[src/hw/histPkg.sv]
`default_nettype none

package histPkg;

    localparam int sampleWidth  = 16;  // one input word
    localparam int binAddrWidth = 6;
    localparam int binCount     = 64;
    localparam int countWidth   = 16;  // saturating bin counter

    localparam int inCredits    = 4;   // input FIFO depth
    localparam int outCredits   = 2;   // sink buffer depth

    // opcodes 0 and 3 are not defined and get dropped
    localparam logic [1:0] opClear   = 2'd1;
    localparam logic [1:0] opReadout = 2'd2;

    // one input word, read either as a sample or as a command
    typedef union packed {
        struct packed {
            logic                                kind;    // 0 here
            logic [sampleWidth-binAddrWidth-2:0] unused;
            logic [binAddrWidth-1:0]             bin;     // timestamp msbs
        } sample;
        struct packed {
            logic                   kind;    // 1 here
            logic [sampleWidth-4:0] unused;
            logic [1:0]             op;
        } cmd;
    } histWord;

endpackage

`default_nettype wire
[src/hw/histogramTop.sv]
`timescale 1ns/100ps
`default_nettype none

module histogramTop
    import histPkg::*;
(
    input  logic                    clk,
    input  logic                    res,
    input  logic                    inValid,
    input  histWord                 inWord,
    input  logic                    outCreditRet,
    output logic                    inCreditRet,
    output logic                    outValid,
    output logic                    outPeak,
    output logic [binAddrWidth-1:0] outBin,
    output logic [countWidth-1:0]   outCount
);

    logic                    updValid;
    logic [binAddrWidth-1:0] updBin;
    logic                    cmdValid;
    logic [1:0]              cmdOp;
    logic                    busy;
    logic                    scanStart;
    logic                    scanDone;
    logic [binAddrWidth-1:0] scanAddr;
    logic [countWidth-1:0]   scanCount;

    binDecode uDecode (
        .clk         (clk),
        .res         (res),
        .inValid     (inValid),
        .inWord      (inWord),
        .busy        (busy),
        .inCreditRet (inCreditRet),
        .updValid    (updValid),
        .updBin      (updBin),
        .cmdValid    (cmdValid),
        .cmdOp       (cmdOp)
    );

    binUpdate uExecute (
        .clk       (clk),
        .res       (res),
        .updValid  (updValid),
        .updBin    (updBin),
        .cmdValid  (cmdValid),
        .cmdOp     (cmdOp),
        .scanAddr  (scanAddr),
        .scanDone  (scanDone),
        .busy      (busy),
        .scanStart (scanStart),
        .scanBusy  (),
        .scanCount (scanCount)
    );

    peakReadout uResult (
        .clk          (clk),
        .res          (res),
        .scanStart    (scanStart),
        .scanCount    (scanCount),
        .outCreditRet (outCreditRet),
        .scanAddr     (scanAddr),
        .scanDone     (scanDone),
        .outValid     (outValid),
        .outPeak      (outPeak),
        .outBin       (outBin),
        .outCount     (outCount)
    );

endmodule

`default_nettype wire

[src/hw/peakReadout.sv]
`timescale 1ns/100ps
`default_nettype none

module peakReadout
    import histPkg::*;
(
    input  logic                    clk,
    input  logic                    res,
    input  logic                    scanStart,
    input  logic [countWidth-1:0]   scanCount,
    input  logic                    outCreditRet,
    output logic [binAddrWidth-1:0] scanAddr,
    output logic                    scanDone,
    output logic                    outValid,
    output logic                    outPeak,
    output logic [binAddrWidth-1:0] outBin,
    output logic [countWidth-1:0]   outCount
);

    logic [$clog2(outCredits+1)-1:0] credits;
    logic [$clog2(outCredits+1)-1:0] freeCredits;
    logic                            active;       // bins left to read
    logic                            issue;
    logic                            rspValid;     // scanCount is live
    logic [binAddrWidth-1:0]         rspBin;
    logic                            peakPending;
    logic                            peakSend;
    logic [binAddrWidth-1:0]         peakBin;
    logic [countWidth-1:0]           peakCount;

    // a read in flight already has its credit reserved
    assign freeCredits = rspValid ? credits - 1'b1 : credits;
    assign issue       = active && (freeCredits != '0);
    assign peakSend    = peakPending && !rspValid && (credits != '0);

    assign outValid = rspValid || peakSend;
    assign outPeak  = peakSend;
    assign outBin   = peakSend ? peakBin : rspBin;
    assign outCount = peakSend ? peakCount : scanCount;
    assign scanDone = peakSend;  // releases the read port

    always_ff @(posedge clk or negedge res) begin
        if (!res) begin
            active      <= 1'b0;
            scanAddr    <= '0;
            rspValid    <= 1'b0;
            peakPending <= 1'b0;
            credits     <= ($clog2(outCredits+1))'(outCredits);
        end else begin
            if (scanStart) begin
                active   <= 1'b1;
                scanAddr <= '0;
            end else if (issue) begin
                scanAddr <= scanAddr + 1'b1;  // held while out of credits
                if (scanAddr == binAddrWidth'(binCount - 1)) begin
                    active      <= 1'b0;
                    peakPending <= 1'b1;
                end
            end
            if (peakSend) begin
                peakPending <= 1'b0;
            end
            rspValid <= issue;

            case ({outCreditRet, outValid})
                2'b10:   credits <= credits + 1'b1;
                2'b01:   credits <= credits - 1'b1;
                default: ;
            endcase
        end
    end

    always_ff @(posedge clk) begin
        rspBin <= scanAddr;
        if (scanStart) begin
            peakCount <= '0;
            peakBin   <= '0;
        end else if (rspValid && scanCount > peakCount) begin
            peakCount <= scanCount;  // strict compare keeps the lowest bin
            peakBin   <= rspBin;
        end
    end

endmodule

`default_nettype wire

[src/hw/binUpdate.sv]
`timescale 1ns/100ps
`default_nettype none

module binUpdate
    import histPkg::*;
(
    input  logic                    clk,
    input  logic                    res,
    input  logic                    updValid,
    input  logic [binAddrWidth-1:0] updBin,
    input  logic                    cmdValid,
    input  logic [1:0]              cmdOp,
    input  logic [binAddrWidth-1:0] scanAddr,
    input  logic                    scanDone,
    output logic                    busy,
    output logic                    scanStart,
    output logic                    scanBusy,
    output logic [countWidth-1:0]   scanCount
);

    logic                    s1Valid;   // read issued, write this cycle
    logic [binAddrWidth-1:0] s1Bin;
    logic                    fwdValid;  // last cycle's write
    logic [binAddrWidth-1:0] fwdBin;
    logic [countWidth-1:0]   fwdData;
    logic                    clearing;
    logic [binAddrWidth-1:0] clearAddr;

    logic                    ramWrite;
    logic [binAddrWidth-1:0] ramWaddr;
    logic [countWidth-1:0]   ramWdata;
    logic                    ramRead;
    logic [binAddrWidth-1:0] ramRaddr;
    logic [countWidth-1:0]   ramRdata;
    logic [countWidth-1:0]   oldCount;
    logic [countWidth-1:0]   newCount;

    // ram read overlapped the previous write to the same bin
    assign oldCount = (fwdValid && fwdBin == s1Bin) ? fwdData : ramRdata;
    assign newCount = (&oldCount) ? oldCount : oldCount + 1'b1;  // saturate

    assign ramWrite = clearing || s1Valid;
    assign ramWaddr = clearing ? clearAddr : s1Bin;
    assign ramWdata = clearing ? '0 : newCount;
    assign ramRead  = scanBusy || updValid;
    assign ramRaddr = scanBusy ? scanAddr : updBin;  // readout owns the port

    assign scanCount = ramRdata;
    assign busy      = updValid || s1Valid || cmdValid || clearing || scanBusy;

    binRam uRam (
        .clk     (clk),
        .wEnable (ramWrite),
        .waddr   (ramWaddr),
        .wdata   (ramWdata),
        .rEnable (ramRead),
        .raddr   (ramRaddr),
        .rdata   (ramRdata)
    );

    always_ff @(posedge clk or negedge res) begin
        if (!res) begin
            s1Valid   <= 1'b0;
            fwdValid  <= 1'b0;
            clearing  <= 1'b0;
            clearAddr <= '0;
            scanStart <= 1'b0;
            scanBusy  <= 1'b0;
        end else begin
            s1Valid   <= updValid;
            fwdValid  <= s1Valid;
            scanStart <= 1'b0;

            if (cmdValid && cmdOp == opClear) begin
                clearing  <= 1'b1;
                clearAddr <= '0;
            end else if (clearing) begin
                clearAddr <= clearAddr + 1'b1;
                if (clearAddr == binAddrWidth'(binCount - 1)) begin
                    clearing <= 1'b0;  // last bin written
                end
            end

            if (cmdValid && cmdOp == opReadout) begin
                scanStart <= 1'b1;
                scanBusy  <= 1'b1;
            end else if (scanDone) begin
                scanBusy <= 1'b0;
            end
        end
    end

    always_ff @(posedge clk) begin
        s1Bin   <= updBin;
        fwdBin  <= s1Bin;
        fwdData <= newCount;
    end

endmodule

`default_nettype wire

[src/hw/binDecode.sv]
`timescale 1ns/100ps
`default_nettype none

module binDecode
    import histPkg::*;
(
    input  logic                    clk,
    input  logic                    res,
    input  logic                    inValid,
    input  histWord                 inWord,
    input  logic                    busy,
    output logic                    inCreditRet,
    output logic                    updValid,
    output logic [binAddrWidth-1:0] updBin,
    output logic                    cmdValid,
    output logic [1:0]              cmdOp
);

    histWord                        fifoMem [inCredits];
    logic [$clog2(inCredits)-1:0]   wrPtr;
    logic [$clog2(inCredits)-1:0]   rdPtr;
    logic [$clog2(inCredits):0]     fill;
    logic                           lastWasUpd;  // only updates may overlap

    histWord                        head;
    logic                           notEmpty;
    logic                           isCmd;
    logic                           knownOp;
    logic                           issueUpd;
    logic                           issueCmd;
    logic                           pop;

    assign head     = fifoMem[rdPtr];
    assign notEmpty = (fill != '0);
    assign isCmd    = head.cmd.kind;
    assign knownOp  = (head.cmd.op == opClear) || (head.cmd.op == opReadout);

    // updates stream behind updates, commands wait for an idle execute stage
    assign issueUpd = notEmpty && !isCmd && (!busy || lastWasUpd);
    assign issueCmd = notEmpty && isCmd && knownOp && !busy;
    assign pop      = issueUpd || issueCmd || (notEmpty && isCmd && !knownOp);

    always_ff @(posedge clk) begin
        if (inValid) begin
            fifoMem[wrPtr] <= inWord;  // source owns a credit for this slot
        end
    end

    always_ff @(posedge clk or negedge res) begin
        if (!res) begin
            wrPtr       <= '0;
            rdPtr       <= '0;
            fill        <= '0;
            lastWasUpd  <= 1'b0;
            inCreditRet <= 1'b0;
            updValid    <= 1'b0;
            cmdValid    <= 1'b0;
        end else begin
            if (inValid) begin
                wrPtr <= wrPtr + 1'b1;
            end
            if (pop) begin
                rdPtr <= rdPtr + 1'b1;
            end
            case ({inValid, pop})
                2'b10:   fill <= fill + 1'b1;
                2'b01:   fill <= fill - 1'b1;
                default: ;
            endcase
            if (issueUpd) begin
                lastWasUpd <= 1'b1;
            end else if (issueCmd) begin
                lastWasUpd <= 1'b0;
            end
            inCreditRet <= pop;  // one credit per popped slot
            updValid    <= issueUpd;
            cmdValid    <= issueCmd;
        end
    end

    always_ff @(posedge clk) begin
        if (issueUpd) begin
            updBin <= head.sample.bin;
        end
        if (issueCmd) begin
            cmdOp <= head.cmd.op;
        end
    end

endmodule

`default_nettype wire

[src/hw/binRam.sv]
`timescale 1ns/100ps
`default_nettype none

module binRam
    import histPkg::*;
(
    input  logic                    clk,
    input  logic                    wEnable,
    input  logic [binAddrWidth-1:0] waddr,
    input  logic [countWidth-1:0]   wdata,
    input  logic                    rEnable,
    input  logic [binAddrWidth-1:0] raddr,
    output logic [countWidth-1:0]   rdata
);

    logic [countWidth-1:0] mem [binCount];  // one count per bin

    always_ff @(posedge clk) begin
        if (wEnable) begin
            mem[waddr] <= wdata;
        end
    end

    // registered read; a same-cycle write to raddr shows up next access
    always_ff @(posedge clk) begin
        if (rEnable) begin
            rdata <= mem[raddr];
        end
    end

endmodule

`default_nettype wire

[config.mk]
export PLATFORM = sky130hd
export DESIGN_NAME = histogramTop
export DESIGN_NICKNAME = d
export VERILOG_FILES = /design/src/hw/histPkg.sv /design/src/hw/histogramTop.sv /design/src/hw/peakReadout.sv /design/src/hw/binUpdate.sv /design/src/hw/binDecode.sv /design/src/hw/binRam.sv
export SDC_FILE = /design/constraint.sdc
export NUM_CORES = 2
export LEC_CHECK = 0
export ABC_CLOCK_PERIOD_IN_PS = 7500
export BUFFER_PORTS_ARGS = -buffer_cell sky130_fd_sc_hd__buf_2
export CAP_MARGIN = 5
export CORE_ASPECT_RATIO = 0.9
export CORE_MARGIN = 2
export CORE_UTILIZATION = 63
export CTS_CLUSTER_DIAMETER = 60
export DETAILED_ROUTE_END_ITERATION = 10
export HOLD_SLACK_MARGIN = 0.15
export PLACE_DENSITY = 0.87
export SYNTH_ARGS = -nofsm -noshare
export SYNTH_HDL_FRONTEND = slang
export SYNTH_SLANG_ARGS = --single-unit
[constraint.sdc]
create_clock -name clk -period 7.5 [get_ports clk]
set_input_delay 0.75 -clock clk [delete_from_list [all_inputs] [get_ports clk]]
set_output_delay 0.75 -clock clk [all_outputs]
set_load 0.01 [all_outputs]
==> metrics.yaml <==
grt_pass1_wl_mm: 167
path_clk_slew_ps: 60
reg2reg_from: "uExecute.s1Bin[3]"
leakagePower_uw: 0.0171
synthesis.area_um2: 46100
ys_async_sr_fraction_pct: 2.83
p_sw_uw: 9210
timing.rr.end: "uExecute.uRam.mem[24][14]"
violations: "capacitance limit, slew limit"
cts_root_buf: "clkbuf_16"
seqPwrFrac_pct: 38.5
mostFrequentLayoutCells: "edfxtp_1, nand2_1, mux4_2"
critical_path_class: "reg -> reg"
outcome: "finished, violations left"
crit_fanout: 64
syn-mean-instance-area_um2: 18.6
placed_cell_area_um2: 47900
yosysTopAreaCell: "edfxtp_1"
synth_edf_count: 1076
final.fill_count: 4035
vias_per_cell: 6.92
insertion_delay_ps: 700
dr.pass1.iters: 8
multiInputGateArea_um2: 11300
fin_crit_sh_pct: 67.7
ys.flop_type: "edfxtp_1"
worstSetupStartpointType: "register"
placementRows: 94
swShare_pct: 37.5
vias: 25270
cts.sinks: 1165
syn_inst: 2485
total_power_uw: 24500
drcViolationCount: 0
cts_buffers: 109
nets: 2641
maxCapViolations: 1
crit_required_ps: 7850
port_buffers: 35
drt_iter0_markers: 3783
antenna_found_initial: 2
initial_utilization_pct: 63.3
core_um2: 72800
yosysTopAreaCellShare_pct: 70.1
report.final.setup_viol: 0
cts_buffer_depth: 3
final_area_um2: 51400
reg2reg_slack_ps: 2420
rr_worst_depth: 13
antenna_left: 0
areaGrowthSynthToFinish_pct: 11.5
setup_tns_ps: 0
register_area_um2: 34300
place_hpwl_mm: 60.6
skew_ps: 34.7
gp_congestion: 0.869
crit_path_end_kind: "register"
power.share.clock_pct: 22.0
grt_max_degree: 129
cts_tree: "built"
hold_violations: 0
grt_setup_unrepaired: "no"
ctsHtreeMaxLevel: 3
drv_slew: 17
grt_pass1_vias: 25115
drive_above_1_share_pct: 22.6
final_common_cell: "edfxtp_1"
die-area_um2: 75400
grt_usage_pct: 31.0
hold_end: "uDecode.fifoMem[0][2]"
synth_nets: 2532
min_path_type: "in -> reg"
ios: 45
p_int_uw: 15300
wl_per_cell_um: 31.2
ir_drop_mv: 0.406
synth_area_leaders: "edfxtp_1, mux4_2, dfxtp_1"
dieWidth_um: 289
grt.overflow.total: 0
final_util_pct: 70.6
whs_path_depth: 1
worst_pin_slew_ps: 1510
relSlewSlack_pct: -1.12
crit_arrival_ps: 5430
ys_ff_latch: 1165
powerDensity_nw_per_um2: 477
yosys_warnings: 0
fin_crit_ps: 5080
synth_cell_types: 58
pwr-share-comb_pct: 39.5
fmax_mhz: 197
hold_start: "inWord[2]"
ys_seq_area_share_pct: 74.3
routed_wl_mm: 114
fp.dieH_um: 261
worst max-delay path: stages (launching register included):
cell,delay (ps)
dfxtp_1,360
xor2_1,190
or3_1,570
nor2_1,160
buf_4,340
mux2_2,240
ha_1,260
and3_1,190
nand3_1,110
a22oi_2,440
nand3_1,250
or4b_2,760
o31ai_4,80
buf_4,690
final cells by class:
cell class / count / share of cell area [%]
clock buffer: 132 / 5.64
timing repair buffer: 127 / 1.88
multi-input combinational: 1159 / 22.1
tap: 960 / 2.34
sequential: 1165 / 66.7
antenna: 2 / 0.00974
clock inverter: 73 / 1.17
inverter: 32 / 0.234
metal layers:
metal  vias up  global-route usage (%)  share of wire (%)
met3       320                    6.47                 11
li1      10118                       -                  -
met2      1987                    50.4                 49
met5         -                       0             0.0079
met4         2                    11.7                4.3
met1     12843                    42.1                 35
stage by stage:
stage	worst slack, ps	instances	hold WS (ps)
after global routing	1970	3648	278
after global placement	2690	3442	356
after floorplan	1390	2485	347
after CTS	2500	3648	256
after detailed placement	2540	3442	374
final	2420	3650	279
logic make-up (layout without fill, tap and decap cells):
family | count (synthesis) | in the layout | share of synthesized area, %
AOI/OAI and AO/OA | 207 | 207 | 3.03
DFF | 1165 | 1165 | 74.3
buffers and inverters | 161 | 364 | 1.42
other | 0 | 2 | 0
xor gates and xnor gates | 30 | 30 | 0.570
and+or+nand+nor | 561 | 561 | 5.47
adders and majority gates | 27 | 27 | 0.749
muxes | 334 | 334 | 14.5
worst max path at each step:
stage                            startpoint                   endpoint  slack (ps)  cells past startpoint
after floorplan           uExecute.s1Bin[3]   uExecute.uRam.mem[0][15]        1390                     15
after global placement    uExecute.s1Bin[3]  uExecute.uRam.mem[28][14]        2690                     14
after detailed placement  uExecute.s1Bin[3]    uExecute.uRam.mem[7][0]        2540                     13
after CTS                 uExecute.s1Bin[3]   uExecute.uRam.mem[23][0]        2500                     13
after global routing      uExecute.s1Bin[1]   uExecute.uRam.mem[30][0]        1970                     14
final                     uExecute.s1Bin[3]  uExecute.uRam.mem[24][14]        2420                     13
timing repair:
| action | in CTS | in global routing |
|---|---|---|
| endpoints found under the hold margin | 32 | 0 |
| setup buffers | 0 | 0 |
| resized for setup | 0 | 0 |
| hold buffers | 1 | 0 |
cells in the mapped netlist (all sizes together), types with 3 or more instances:
master	number
nor3	8
o211ai	4
o21ai	50
nand2b	48
xor2	14
a21oi	16
a22oi	3
o22ai	19
a211oi	33
buf	54
ha	26
xnor2	16
mux2i	46
and3	5
o32ai	3
and4	3
mux2	25
nand3	47
dfxtp	56
o31ai	3
clkbuf	75
edfxtp	1076
or2	3
a21o	9
and2	46
nand2	276
o21a	3
dfrtp	32
inv	32
a221o	16
mux4	263
nor2	99
a31oi	35
nand4	12
or3	7
registers in the layout, indices dropped and copies added, names as in the netlist, 16 cells and up:
| register | flops |
|---|---|
| uExecute.uRam.mem | 1024 |
| uDecode.fifoMem | 28 |
| uExecute.fwdData | 16 |
| uExecute.uRam.rdata | 16 |
| uResult.peakCount | 16 |
power groups by stage:
stage | Combinational, µW | Clock (µW) | Sequential (µW)
finish | 9690 | 5400 | 9450
floorplan | 6060 | 0 | 9370
detailed placement | 9330 | 0 | 9560
global route | 10200 | 5660 | 9510
CTS | 9560 | 5440 | 9450
global placement | 8920 | 0 | 9490
(Power assumes the default switching activity.)
